File: config.mk
export PLATFORM = sky130hd
export DESIGN_NAME = xaui_lane_top
export DESIGN_NICKNAME = d
export VERILOG_FILES = /design/src/hdl/xaui_pkg.sv /design/src/hdl/xaui_lane_fixup.sv /design/src/hdl/rx_comma_align.sv /design/src/hdl/rx_lane_monitor.sv /design/src/hdl/xaui_lane_top.sv
export SDC_FILE = /design/constraint.sdc
export NUM_CORES = 1
export LEC_CHECK = 0
export CAP_MARGIN = 10
export CORE_MARGIN = 3
export CORE_UTILIZATION = 40
export DETAILED_ROUTE_END_ITERATION = 6
export DONT_BUFFER_PORTS = 1
export PLACE_DENSITY = 0.52
export SLEW_MARGIN = 15
export SYNTH_ARGS = -nofsm -noshare
export SYNTH_HDL_FRONTEND = slang
export SYNTH_HIERARCHICAL = 1
export SYNTH_SLANG_ARGS = --single-unit
File: constraint.sdc
create_clock -name mgt_clk -period 1.4 [get_ports mgt_clk]
set_clock_uncertainty 0.05 [all_clocks]
set_input_delay 0.28 -clock mgt_clk [delete_from_list [all_inputs] [get_ports mgt_clk]]
set_output_delay 0.28 -clock mgt_clk [all_outputs]
set_load 0.02 [all_outputs]
File: src/hdl/xaui_pkg.sv
`default_nettype none

package xaui_pkg;

  localparam int n_lanes = 4;
  localparam int n_bytes = 2 * n_lanes;  // two bytes per lane each cycle

  // 8b/10b control characters as seen after decoding
  localparam logic [7:0] k28_5 = 8'hbc;  // comma /K/
  localparam logic [7:0] k28_3 = 8'h7c;  // align /A/
  localparam logic [7:0] k28_0 = 8'h1c;  // skip /R/
  localparam logic [7:0] k28_4 = 8'h9c;  // sequence /Q/
  localparam logic [7:0] k27_7 = 8'hfb;  // start /S/
  localparam logic [7:0] k29_7 = 8'hfd;  // terminate /T/
  localparam logic [7:0] k30_7 = 8'hfe;  // error /E/

  // one lane for one cycle
  typedef struct packed {
    logic [1:0][7:0] data;     // byte 0 is the earlier byte
    logic [1:0]      charisk;  // one k flag per byte
  } lane_word_t;

  // whole bank, lane 0 in the low bits
  typedef lane_word_t [n_lanes-1:0] lane_bus_t;

  // output of the comma alignment stage
  typedef struct packed {
    lane_bus_t          lanes;
    logic [n_lanes-1:0] lock;  // per lane, travels with the word
  } align_word_t;

  // user receive word, lane n at bits 16n+15:16n
  typedef struct packed {
    logic [n_bytes-1:0][7:0] data;
    logic [n_bytes-1:0]      charisk;
  } rx_word_t;

  typedef struct packed {
    logic [n_bytes-1:0] code_comma;
    logic [n_bytes-1:0] codevalid;
    logic [n_lanes-1:0] rxlock;
    logic [n_lanes-1:0] syncok;
  } rx_status_t;

  // user transmit word, same byte mapping as rx_word_t
  typedef struct packed {
    logic [n_bytes-1:0][7:0] data;
    logic [n_bytes-1:0]      charisk;
  } tx_word_t;

endpackage

`default_nettype wire

File: src/hdl/xaui_lane_fixup.sv
`default_nettype none

module xaui_lane_fixup #(
  parameter logic [xaui_pkg::n_lanes-1:0] tx_polarity = '0,
  parameter logic [xaui_pkg::n_lanes-1:0] rx_polarity = '0,
  parameter bit                           rx_reverse  = 1'b0
) (
  input  logic                mgt_clk,
  input  logic                arst_n,
  input  xaui_pkg::tx_word_t  tx,
  input  xaui_pkg::lane_bus_t rx_lanes,
  input  logic                loopback,
  output xaui_pkg::lane_bus_t tx_lanes,
  output xaui_pkg::lane_bus_t fix_bus
);

  import xaui_pkg::*;

  lane_bus_t tx_split;   // logical tx lanes
  lane_bus_t tx_pins;    // tx lanes with board polarity applied
  lane_bus_t tx_log_q;   // registered logical lanes, feeds loopback
  lane_bus_t rx_fixed;   // external lanes with polarity undone
  lane_bus_t rx_order;   // external lanes in logical order
  lane_bus_t fix_d;

  // flips the data bits of the lanes selected by mask, k flags untouched
  function automatic lane_bus_t flip_data(input lane_bus_t bus,
                                          input logic [n_lanes-1:0] mask);
    lane_bus_t res;
    res = bus;
    for (int i = 0; i < n_lanes; i++) begin
      if (mask[i]) begin
        res[i].data = ~bus[i].data;
      end
    end
    return res;
  endfunction

  // split the 64-bit user word into lanes
  always_comb begin
    for (int i = 0; i < n_lanes; i++) begin
      tx_split[i].data[0]    = tx.data[2*i];
      tx_split[i].data[1]    = tx.data[2*i+1];
      tx_split[i].charisk[0] = tx.charisk[2*i];
      tx_split[i].charisk[1] = tx.charisk[2*i+1];
    end
  end

  assign tx_pins  = flip_data(tx_split, tx_polarity);
  assign rx_fixed = flip_data(rx_lanes, rx_polarity);

  // crossed rx pairs on the board, undo the lane order
  always_comb begin
    for (int i = 0; i < n_lanes; i++) begin
      if (rx_reverse) begin
        rx_order[n_lanes-1-i] = rx_fixed[i];
      end else begin
        rx_order[i] = rx_fixed[i];
      end
    end
  end

  // loopback sees the logical words, no board fixes apply
  assign fix_d = loopback ? tx_log_q : rx_order;

  always_ff @(posedge mgt_clk or negedge arst_n) begin
    if (!arst_n) begin
      tx_log_q <= '0;
      tx_lanes <= '0;  // pins idle low out of reset
      fix_bus  <= '0;
    end else begin
      tx_log_q <= tx_split;
      tx_lanes <= tx_pins;
      fix_bus  <= fix_d;
    end
  end

endmodule

`default_nettype wire

File: src/hdl/rx_comma_align.sv
`default_nettype none

module rx_comma_align (
  input  logic                   mgt_clk,
  input  logic                   arst_n,
  input  xaui_pkg::lane_bus_t    fix_bus,
  input  logic [xaui_pkg::n_lanes-1:0] enable_align,
  output xaui_pkg::align_word_t  align_bus
);

  import xaui_pkg::*;

  logic [n_lanes-1:0]      comma0;       // comma in byte 0
  logic [n_lanes-1:0]      comma1;       // comma in byte 1
  logic [n_lanes-1:0]      shift_q;      // lane is offset by one byte
  logic [n_lanes-1:0]      shift_d;
  logic [n_lanes-1:0]      lock_d;
  logic [n_lanes-1:0][7:0] prev_data_q;  // last cycle's byte 1
  logic [n_lanes-1:0]      prev_k_q;
  align_word_t             align_d;

  always_comb begin
    align_d = '0;
    for (int l = 0; l < n_lanes; l++) begin
      comma0[l] = fix_bus[l].charisk[0] && (fix_bus[l].data[0] == k28_5);
      comma1[l] = fix_bus[l].charisk[1] && (fix_bus[l].data[1] == k28_5);

      // byte 0 wins when both bytes carry a comma
      shift_d[l] = shift_q[l];
      if (enable_align[l]) begin
        if (comma0[l]) begin
          shift_d[l] = 1'b0;
        end else if (comma1[l]) begin
          shift_d[l] = 1'b1;
        end
      end

      // new shift decision already applies to this word
      align_d.lanes[l] = fix_bus[l];
      if (shift_d[l]) begin
        align_d.lanes[l].data[0]    = prev_data_q[l];
        align_d.lanes[l].charisk[0] = prev_k_q[l];
        align_d.lanes[l].data[1]    = fix_bus[l].data[0];
        align_d.lanes[l].charisk[1] = fix_bus[l].charisk[0];
      end

      lock_d[l] = enable_align[l] && (align_bus.lock[l] || comma0[l] || comma1[l]);
    end
    align_d.lock = lock_d;
  end

  always_ff @(posedge mgt_clk or negedge arst_n) begin
    if (!arst_n) begin
      shift_q     <= '0;
      prev_data_q <= '0;
      prev_k_q    <= '0;
      align_bus   <= '0;
    end else begin
      shift_q <= shift_d;
      for (int l = 0; l < n_lanes; l++) begin
        prev_data_q[l] <= fix_bus[l].data[1];
        prev_k_q[l]    <= fix_bus[l].charisk[1];
      end
      align_bus <= align_d;  // lock rides along with the word
    end
  end

endmodule

`default_nettype wire

File: src/hdl/rx_lane_monitor.sv
`default_nettype none

module rx_lane_monitor (
  input  logic                  mgt_clk,
  input  logic                  arst_n,
  input  xaui_pkg::align_word_t align_bus,
  input  logic                  enchansync,
  output xaui_pkg::rx_word_t    rx,
  output xaui_pkg::rx_status_t  status
);

  import xaui_pkg::*;

  rx_word_t           rx_d;
  rx_status_t         status_d;
  logic [n_lanes-1:0] align_seen;  // /A/ present in this word

  // control codes the xaui code space allows
  function automatic logic is_ctrl_code(input logic [7:0] code);
    case (code)
      k28_5, k28_3, k28_0, k28_4, k27_7, k29_7, k30_7: return 1'b1;
      default:                                          return 1'b0;
    endcase
  endfunction

  always_comb begin
    rx_d       = '0;
    status_d   = '0;
    align_seen = '0;

    // pack lanes into the user word
    for (int l = 0; l < n_lanes; l++) begin
      for (int j = 0; j < 2; j++) begin
        rx_d.data[2*l+j]    = align_bus.lanes[l].data[j];
        rx_d.charisk[2*l+j] = align_bus.lanes[l].charisk[j];
        if (align_bus.lanes[l].charisk[j] && (align_bus.lanes[l].data[j] == k28_3)) begin
          align_seen[l] = 1'b1;
        end
      end
    end

    // byte flags
    for (int b = 0; b < n_bytes; b++) begin
      status_d.code_comma[b] = rx_d.charisk[b] && (rx_d.data[b] == k28_5);
      status_d.codevalid[b]  = !rx_d.charisk[b] || is_ctrl_code(rx_d.data[b]);
    end

    status_d.rxlock = align_bus.lock;

    // sticky while enchansync holds, drops as soon as it goes low
    for (int l = 0; l < n_lanes; l++) begin
      status_d.syncok[l] = enchansync && (status.syncok[l] || align_seen[l]);
    end
  end

  always_ff @(posedge mgt_clk or negedge arst_n) begin
    if (!arst_n) begin
      rx     <= '0;
      status <= '0;
    end else begin
      rx     <= rx_d;
      status <= status_d;
    end
  end

endmodule

`default_nettype wire

File: src/hdl/xaui_lane_top.sv
`default_nettype none

module xaui_lane_top #(
  parameter logic [xaui_pkg::n_lanes-1:0] tx_polarity = 4'b1010,  // lanes 3 and 1
  parameter logic [xaui_pkg::n_lanes-1:0] rx_polarity = 4'b0101,  // lanes 2 and 0
  parameter bit                           rx_reverse  = 1'b1      // rx pairs crossed
) (
  input  logic                         mgt_clk,
  input  logic                         arst_n,
  input  xaui_pkg::tx_word_t           tx,
  input  xaui_pkg::lane_bus_t          rx_lanes,
  input  logic                         loopback,
  input  logic [xaui_pkg::n_lanes-1:0] enable_align,  // logical lane order
  input  logic                         enchansync,
  output xaui_pkg::lane_bus_t          tx_lanes,
  output xaui_pkg::rx_word_t           rx,
  output xaui_pkg::rx_status_t         status
);

  import xaui_pkg::*;

  lane_bus_t   fix_bus;    // stage 1, lanes in logical order
  align_word_t align_bus;  // stage 2, byte aligned

  xaui_lane_fixup #(
    .tx_polarity (tx_polarity),
    .rx_polarity (rx_polarity),
    .rx_reverse  (rx_reverse)
  ) i_xaui_lane_fixup (
    .mgt_clk  (mgt_clk),
    .arst_n   (arst_n),
    .tx       (tx),
    .rx_lanes (rx_lanes),
    .loopback (loopback),
    .tx_lanes (tx_lanes),
    .fix_bus  (fix_bus)
  );

  rx_comma_align i_rx_comma_align (
    .mgt_clk      (mgt_clk),
    .arst_n       (arst_n),
    .fix_bus      (fix_bus),
    .enable_align (enable_align),
    .align_bus    (align_bus)
  );

  rx_lane_monitor i_rx_lane_monitor (
    .mgt_clk    (mgt_clk),
    .arst_n     (arst_n),
    .align_bus  (align_bus),
    .enchansync (enchansync),
    .rx         (rx),
    .status     (status)
  );

endmodule

`default_nettype wire

==> run_results.csv, run 1 <==
group,metric,value,unit
timing,holdWs,-0.613,ns
flow_run,drv_cap,0,
timing,period_share,110,%
setup_path,crit_arrival,1.93,ns
route,drc,0,
pwr,p_leak,0.00822,uW
min_path,min_path_type,"primary input to async pin",
floorplanning,dieArea,0.0380,mm2
route,routedWlPerCell,19.3,um
floorplanning,core_area,0.0349,mm2
clock_network,clockBufferDepth,3,
clock_network,h-tree-depth,2,
yosys,synth_warnings,6,
setup_path,end_kind,"flip-flop",
layout,antenna_cells,0,
setup_path,crit_path_top_delay_cell,"dfrtp_1",
placement,io_buffer_count,0,
yosys,synthCells,1042,
clock_network,cts_tree,"yes",
yosys,ys_seq_elements,388,
yosys,synth_top_area_cell,"dfrtp_1",
timing,maxSlewHeadroom,33.3,%
yosys,syn_avg_cell_area,13.7,um2
timing,period_needed,1.55,ns
timing,post-route-worst-setup-slack,-0.145,ns
yosys,synth_top_area_share,68.0,%
clock_network,cts_buffers,42,
clock_network,cts_sinks,388,
route,avgViaCountPerCell,5.16,
layout,final_layout_size_suffix_gt1_share,24.7,%
timing,max_freq,647,MHz
yosys,ys_seq_area_share,68.0,%
yosys,syn_nets,1194,
yosys,yosys-top-cells-area,"dfrtp_1 68%, mux2_4 4.2%, o311ai_0 2.7%",
setup_path,critPathKind,"flip-flop to flip-flop",
grt,grt_pass1_wl,54.3,mm
floorplanning,start_util,41.0,%
clock_network,clkLatencyLatePin,0.55,ns
timing,worst_pin_slew,1.00,ns
layout,area_growth,32.4,%
setup_path,slowest_delay,0.38,ns
grt,antenna_found_initial,3,
yosys,synth-edff-count,0,
timing,rsz0062_at_grt,"true",
yosys,ys_top_cells_by_count,"388 x dfrtp_1, 86 x inv_1, 72 x nand2_1",
placement,dpl.hpwl,22.0,mm
yosys,yosysMostFrequentCell,"dfrtp_1",
setup_path,crit_chain,"nand4bb_4, buf_4, o31a_4, o221a_4",
floorplanning,num_io_pins,320,
clock_network,clk_pin_slew,0.06,ns
route,ant_nets,0,
floorplanning,num_rows,68,
yosys,async_flop_share,100,%
route,first_iter_violations,489,
placement,place_ws,-0.171,ns
grt,grt_max_degree,389,
timing,tns,-4.11,ns
run_status,status,"finished, violations left",
timing,maxSlewViolCount,0,
timing,setup_viol,63,
run_status,violations,"negative hold slack, negative setup slack",
yosys,synth_cell_types,55,
route,drtPass1Iterations,5,
clock_network,clock-root-buffer,"clkbuf_16",
floorplanning,die-width,195,um
timing,hold_viol,424,
pwr,p_per_area,1360,mW/mm2
yosys,mappedNetlistArea,0.0143,mm2
layout,fillers,2876,
grt,grt.overflow.total,0,
setup_path,crit_required,1.79,ns
placement,place.gp.congestion,0.852,
clock_network,postCtsHoldBufs,181,
layout,finalNetCount,1459,
grt,grtUsageTotal,17.9,%
grt,grt_pass1_vias,9787,
route,drt-total-wl,34.5,mm
floorplanning,die_y,195,um
pwr,vdd_drop_max,990,uV
setup_path,path_max_fanout,5,
route,num_vias,9240,
setup_path,crit_path_start_kind,"flip-flop",
yosys,synth_ff_type,"dfrtp_1",
-- kinds of logic (layout without fill, tap and decap cells) --
group	count (synthesis)	count (layout)	share of synthesized area [%]
compound gates	192	193	10.3
buf+inv	177	468	6.69
flops	388	388	68.0
mux	53	53	5.12
simple gates	217	217	8.98
xor+xnor	15	15	0.920
-- final timing paths --
check                                              start                        endpoint  slack [ns]  depth (start not counted)
max                        i_xaui_lane_fixup/fix_bus[46]  i_rx_comma_align/align_bus[54]       -0.15                          4
max in group asynchronous                         arst_n  i_xaui_lane_fixup/tx_log_q[19]        1.05                          0
min reg2reg                i_rx_comma_align/align_bus[2]     i_rx_lane_monitor/status[6]        0.33                          0
min                                               arst_n   i_xaui_lane_fixup/fix_bus[12]       -0.61                          0
max reg2reg                i_xaui_lane_fixup/fix_bus[46]  i_rx_comma_align/align_bus[54]       -0.15                          4
min in group mgt_clk                            loopback   i_xaui_lane_fixup/fix_bus[49]       -0.14                          1
-- cell type report --
| class | instances | area, um2 | share of cell area, % |
|---|---|---|---|
| flip-flops and latches | 388 | 9740 | 51.5 |
| clock inverters | 10 | 108 | 0.569 |
| multi-input cells | 478 | 4090 | 21.6 |
| inverters | 87 | 328 | 1.73 |
| repair buffers | 310 | 2870 | 15.2 |
| clock buffers | 61 | 1210 | 6.42 |
| well taps | 455 | 569 | 3.01 |
-- routing by layer --
metal | wire length (um) | global-route usage, %
met1 | 13900 | 22.2
met2 | 17200 | 29.8
met3 | 2610 | 6.00
met5 | 31 | 0
met4 | 840 | 5.39
-- flip-flops by register name, indices dropped and copies added (netlist names) --
signal,cells
i_xaui_lane_fixup/tx_log_q,70
i_rx_comma_align/prev_k_q,4
i_rx_lane_monitor/rx,72
i_rx_comma_align/align_bus,76
i_rx_comma_align/prev_data_q,32
i_rx_lane_monitor/status,24
i_xaui_lane_fixup/fix_bus,72
i_xaui_lane_fixup/tx_lanes,34
i_rx_comma_align/shift_q,4
-- per-stage QoR --
stage	total power, uW	cell area [um2]	std cells	util, %
finish	25700	18900	1789	54.2
detailed placement	14600	15200	1521	43.7
floorplan	14100	14400	1042	-
global placement	14600	15200	1521	43.7
global route	26800	18900	1789	54.2
CTS	26000	18700	1783	53.6
-- critical path, delay by kind of cell (launching register included) --
kind	cells	cell delay, ns
AND/OR/NAND/NOR	1	0.25
flip-flops	1	0.38
AO/OA/AOI/OAI	2	0.59
buffers and inverters	1	0.16
-- cell usage in the layout (no fill, tap or decap), types with 21 or more instances in the layout --
master and instances:
o311ai_1 26, clkbuf_16 43, o211ai_1 40, o21ai_1 21
dlygate4sd3_1 181, o31ai_1 29, buf_4 111, dfrtp_1 365
inv_1 86, nand2_1 70, mux2_4 40, dfrtp_2 23
nand4_1 37, nand3_1 25
-- what timing repair did --
item	CTS	global route
pin swaps	24	18
hold endpoints to repair	572	428
setup endpoints to repair	89	93
cloned	3	1
buffers inserted	7	5
resized for setup	83	48
-- power by group --
group          switching (uW)  internal, uW
combinational             882          1270
sequential                960         12000
clock                    4230          6350
total                    6070         19600
No activity file was read; power rests on OpenSTA's default activity.
==> run 2, diff against run 1 <==
--- a/config.mk
+++ b/config.mk
@@ -6,11 +6,12 @@
 export NUM_CORES = 1
 export LEC_CHECK = 0
 export CAP_MARGIN = 10
-export CORE_MARGIN = 3
+export CORE_MARGIN = 4
 export CORE_UTILIZATION = 40
 export DETAILED_ROUTE_END_ITERATION = 6
 export DONT_BUFFER_PORTS = 1
 export PLACE_DENSITY = 0.52
+export SKIP_CTS_REPAIR_TIMING = 1
 export SLEW_MARGIN = 15
 export SYNTH_ARGS = -nofsm -noshare
 export SYNTH_HDL_FRONTEND = slang
==> run_results.csv, run 2 (synthesis results as in run 1) <==
group,metric,value,unit
run_status,status,"finished, violations left",
run_status,violations,"negative hold slack, negative setup slack",
route,drtPass1Iterations,5,
setup_path,path_max_fanout,12,
layout,final_layout_size_suffix_gt1_share,22.9,%
grt,grt_max_degree,389,
timing,max_freq,632,MHz
setup_path,crit_top_cell,"buf_4",
floorplanning,dieArea,0.0388,mm2
layout,area_growth,30.5,%
setup_path,rrSetupSlack,-0.18,ns
pwr,p_leak,0.00809,uW
placement,io_buffer_count,0,
timing,rsz0062_at_grt,"true",
setup_path,r2r-start,"i_xaui_lane_fixup/fix_bus[11]",
setup_path,critPathKind,"flip-flop to flip-flop",
pwr,vdd_drop_max,1020,uV
timing,period_needed,1.58,ns
setup_path,cp_num_buf_inv,2,
timing,post-route-worst-setup-slack,-0.182,ns
clock_network,cts_buffers,41,
flow_run,drv_cap,0,
setup_path,crit_arrival,1.99,ns
pwr,swShare,23.8,%
clock_network,clkLatencyLatePin,0.55,ns
setup_path,crit_path_top_delay_cell,"dfrtp_1",
clock_network,clock-root-buffer,"clkbuf_16",
route,drt-total-wl,35.0,mm
layout,fillers,2883,
setup_path,worstRegToRegCells,5,
pwr,p_per_area,1350,mW/mm2
route,first_iter_violations,425,
route,ant_nets,0,
timing,period_share,113,%
floorplanning,num_rows,68,
setup_path,end_kind,"flip-flop",
timing,maxSlewViolCount,0,
grt,grt_pass1_vias,8896,
placement,dpl.cell_count,1518,
timing,worst_pin_slew,1.27,ns
pwr,p_clk_share,40.1,%
setup_path,critical_path.reg2reg.endpoint,"i_rx_comma_align/align_bus[17]",
grt,grt_pass1_wl,51.4,mm
setup_path,crit_end,"i_rx_comma_align/align_bus[17]",
timing,maxSlewHeadroom,15.6,%
pwr,seq_power_share,51.7,%
placement,place.gp.congestion,0.843,
grt,antenna_found_initial,0,
grt,grtUsageTotal,16.8,%
setup_path,slowest_delay,0.38,ns
placement,dpl.hpwl,22.7,mm
clock_network,cts_tree,"yes",
setup_path,crit_path_start_kind,"flip-flop",
floorplanning,die-width,197,um
route,num_vias,9064,
layout,layout_common_cells,"366 x dfrtp_1, 180 x dlygate4sd3_1, 105 x buf_4, 86 x inv_1, 71 x nand2_1",
clock_network,clockBufferDepth,3,
setup_path,crit_chain,"nand4bb_1, buf_4, o31a_1, buf_4, o211ai_1",
layout,antenna_cells,0,
layout,top_register,"i_rx_comma_align/align_bus",
layout,reg_top3,"i_rx_comma_align/align_bus: 76 flops, i_rx_lane_monitor/rx: 72 flops, i_xaui_lane_fixup/fix_bus: 72 flops",
floorplanning,num_io_pins,320,
layout,final-instance-count-excl-fill,1772,
layout,regArea,0.00974,mm2
setup_path,crit_family,"compound AO/OA/AOI/OAI gates",
pwr,internal_power,19200,uW
route,routedWlPerCell,19.8,um
layout,finalNetCount,1444,
floorplanning,core_area,0.0349,mm2
grt,grt.overflow.total,0,
pwr,power_switching,5980,uW
clock_network,h-tree-depth,2,
timing,hold_viol,405,
route,drc,0,
layout,largest_register_ffs,76,
setup_path,path_depth,5,
layout,final_common_cell,"dfrtp_1",
timing,holdWs,-0.621,ns
setup_path,startpoint,"i_xaui_lane_fixup/fix_bus[11]",
layout,multi_input_area,0.00403,mm2
clock_network,clk_pin_slew,0.06,ns
min_path,min_path_type,"primary input to async pin",
timing,tns,-5.88,ns
floorplanning,die_y,197,um
clock_network,cts_sinks,388,
timing,setup_viol,70,
route,avgViaCountPerCell,5.12,
floorplanning,start_util,41.0,%
pwr,combPwrFrac,8.1,%
placement,place_ws,-0.218,ns
setup_path,crit_required,1.81,ns
==> run 2: power by group through the flow <==
stage                     Combinational, uW  Sequential [uW]  Clock, uW
final                                  2040            13000      10100
after global routing                   2220            13100      10900
after CTS                              1460            13000      10400
after detailed placement               1450            13200          0
after global placement                 1440            13200          0
after floorplan                        1170            12900          0
==> run 2: layer usage <==
metal  track usage [%]  vias up  routed length, um
met1              21.0     4533              14000
met4              6.27        0                840
li1                  -     4193                  -
met5                 0        -                  0
met2              27.1      276              17700
met3              6.02       62               2490
==> run 2: metrics by stage <==
stage | cell area, um2 | total power [uW] | utilization (%)
2_1_floorplan | 14400 | 14100 | -
3_3_place_gp | 15200 | 14600 | 43.6
3_5_place_dp | 15200 | 14600 | 43.6
4_1_cts | 16400 | 24900 | 47.1
5_1_grt | 18600 | 26200 | 53.5
6_report | 18600 | 25100 | 53.5
==> run 2: layout make-up <==
class | instances | area share (%)
Multi-Input combinational cell | 477 | 21.6
Sequential cell | 388 | 52.2
Timing Repair Buffer | 297 | 14.8
Clock buffer | 60 | 6.05
Clock inverter | 8 | 0.537
Tap cell | 455 | 3.05
Inverter | 87 | 1.76
==> run 2: worst min path at each step <==
stage / to / slack [ns] / cells past startpoint / from
6_report: i_rx_lane_monitor/status[8] / -0.62 / 0 / arst_n
2_1_floorplan: i_rx_comma_align/align_bus[0] / -0.07 / 0 / arst_n
4_1_cts: i_rx_lane_monitor/rx[15] / -0.66 / 0 / arst_n
5_1_grt: i_rx_lane_monitor/status[8] / -0.65 / 0 / arst_n
3_3_place_gp: i_rx_lane_monitor/rx[0] / -0.06 / 0 / arst_n
3_5_place_dp: i_rx_lane_monitor/rx[15] / -0.06 / 0 / arst_n
==> run 2: worst register-to-register path, stage by stage, from the launching register on <==
cell and delay, ns:
dfrtp_1 0.38, nand4bb_1 0.18, buf_4 0.18, o31a_1 0.30, buf_4 0.21, o211ai_1 0.20
==> run 3, diff against run 2 <==
--- a/config.mk
+++ b/config.mk
@@ -10,8 +10,10 @@
 export CORE_UTILIZATION = 40
 export DETAILED_ROUTE_END_ITERATION = 6
 export DONT_BUFFER_PORTS = 1
+export MAX_ROUTING_LAYER = met4
 export PLACE_DENSITY = 0.52
 export SKIP_CTS_REPAIR_TIMING = 1
+export SKIP_LAST_GASP = 1
 export SLEW_MARGIN = 15
 export SYNTH_ARGS = -nofsm -noshare
 export SYNTH_HDL_FRONTEND = slang
==> run_results.csv, run 3 (synthesis results as in run 1) <==
group,metric,value,unit
run_status,status,"finished, violations left",
run_status,violations,"negative hold slack, negative setup slack",
timing,hold_viol,406,
clock_network,h-tree-depth,2,
setup_path,rrSetupSlack,-0.18,ns
pwr,p_per_area,1350,mW/mm2
timing,maxSlewHeadroom,3.88,%
setup_path,critical_path.reg2reg.endpoint,"i_rx_comma_align/align_bus[17]",
floorplanning,die-width,197,um
route,drt-total-wl,35.0,mm
setup_path,slowest_delay,0.38,ns
setup_path,crit_path_start_kind,"flip-flop",
timing,max_freq,635,MHz
layout,fillers,2894,
setup_path,critPathKind,"flip-flop to flip-flop",
grt,grt_pass1_vias,8928,
grt,grt_pass1_wl,51.2,mm
placement,io_buffer_count,0,
setup_path,crit_path_top_delay_cell,"dfrtp_1",
setup_path,r2r-start,"i_xaui_lane_fixup/fix_bus[11]",
layout,regArea,0.00974,mm2
route,drc,0,
layout,layout_common_cells,"366 x dfrtp_1, 180 x dlygate4sd3_1, 106 x buf_4, 86 x inv_1, 71 x nand2_1",
layout,largest_register_ffs,76,
floorplanning,num_rows,68,
timing,holdWs,-0.615,ns
grt,grt_max_degree,389,
pwr,vdd_drop_max,1020,uV
placement,dpl.hpwl,22.7,mm
setup_path,crit_required,1.81,ns
floorplanning,die_y,197,um
clock_network,clk_pin_slew,0.06,ns
timing,worst_pin_slew,1.44,ns
grt,grt.overflow.total,0,
pwr,p_leak,0.00809,uW
timing,rsz0062_at_grt,"true",
route,avgViaCountPerCell,5.11,
route,drtPass1Iterations,7,
timing,period_share,113,%
route,routedWlPerCell,19.7,um
grt,antenna_found_initial,0,
min_path,min_path_type,"primary input to async pin",
route,ant_nets,0,
clock_network,clockBufferDepth,3,
layout,finalNetCount,1445,
setup_path,crit_top_cell,"buf_4",
floorplanning,dieArea,0.0388,mm2
grt,grtUsageTotal,17.3,%
floorplanning,core_area,0.0349,mm2
setup_path,crit_arrival,1.98,ns
timing,setup_viol,65,
layout,final_common_cell,"dfrtp_1",
route,num_vias,9056,
timing,post-route-worst-setup-slack,-0.175,ns
layout,top_register,"i_rx_comma_align/align_bus",
placement,place.gp.congestion,0.856,
setup_path,crit_chain,"nand4bb_1, buf_4, o31a_1, buf_4, o211ai_1",
layout,multi_input_area,0.00399,mm2
clock_network,cts_sinks,388,
setup_path,end_kind,"flip-flop",
layout,antenna_cells,0,
layout,reg_top3,"i_rx_comma_align/align_bus: 76 flops, i_rx_lane_monitor/rx: 72 flops, i_xaui_lane_fixup/fix_bus: 72 flops",
clock_network,clkLatencyLatePin,0.55,ns
clock_network,cts_tree,"yes",
clock_network,cts_buffers,41,
layout,final_layout_size_suffix_gt1_share,22.4,%
clock_network,clock-root-buffer,"clkbuf_16",
layout,area_growth,30.3,%
floorplanning,num_io_pins,320,
timing,maxSlewViolCount,0,
flow_run,drv_cap,0,
route,first_iter_violations,497,
setup_path,worstRegToRegCells,5,
setup_path,path_max_fanout,12,
placement,place_ws,-0.218,ns
timing,period_needed,1.58,ns
floorplanning,start_util,41.0,%
run 3: layer usage:
metal	part of all wire [%]	vias up	global-route usage, %
li1	-	4185	-
met1	40	4486	21.6
met2	50	319	27.2
met3	6.9	66	5.06
met4	2.5	0	6.27
met5	0	-	-
run 3: worst max-delay path by stage:
stage	slack (ns)	start	endpoint
2_1_floorplan	-0.1	i_xaui_lane_fixup/fix_bus[26]	i_rx_comma_align/align_bus[36]
3_3_place_gp	-0.18	i_xaui_lane_fixup/fix_bus[29]	i_rx_comma_align/align_bus[31]
3_5_place_dp	-0.22	i_xaui_lane_fixup/fix_bus[29]	i_rx_comma_align/align_bus[31]
4_1_cts	-0.23	i_xaui_lane_fixup/fix_bus[34]	i_rx_comma_align/align_bus[22]
5_1_grt	-0.25	i_xaui_lane_fixup/fix_bus[10]	i_rx_comma_align/align_bus[17]
6_report	-0.18	i_xaui_lane_fixup/fix_bus[11]	i_rx_comma_align/align_bus[17]
run 3: through the flow:
| step | cells | setup TNS (ns) | total power (uW) | utilization (%) | instance area [um2] |
|---|---|---|---|---|---|
| finish | 1773 | -5.36 | 25100 | 53.4 | 18600 |
| global route | 1773 | -11.15 | 26200 | 53.4 | 18600 |
| global placement | 1518 | -5.77 | 14600 | 43.6 | 15200 |
| floorplan | 1042 | -1.11 | 14100 | - | 14400 |
| detailed placement | 1518 | -7.59 | 14600 | 43.6 | 15200 |
| CTS | 1586 | -9.09 | 24900 | 47.1 | 16400 |
run 3: final cells by class:
class / instances / share of cell area [%]
well taps: 455 / 3.06
multi-input cells: 477 / 21.4
flip-flops and latches: 388 / 52.3
clock inverters: 8 / 0.538
clock buffers: 60 / 6.06
repair buffers: 298 / 14.8
inverters: 87 / 1.76
run 3: report_power, final:
| part | switching, uW | internal, uW |
|---|---|---|
| combinational | 822 | 1210 |
| sequential | 990 | 12000 |
| clock | 4170 | 5920 |
| total | 5980 | 19100 |
run 3: worst max-delay path: cells and delay by family, from the launching register on:
kind	cells	cell delay, ns
buf+inv	2	0.39
compound gates	2	0.48
simple gates	1	0.18
flops	1	0.38
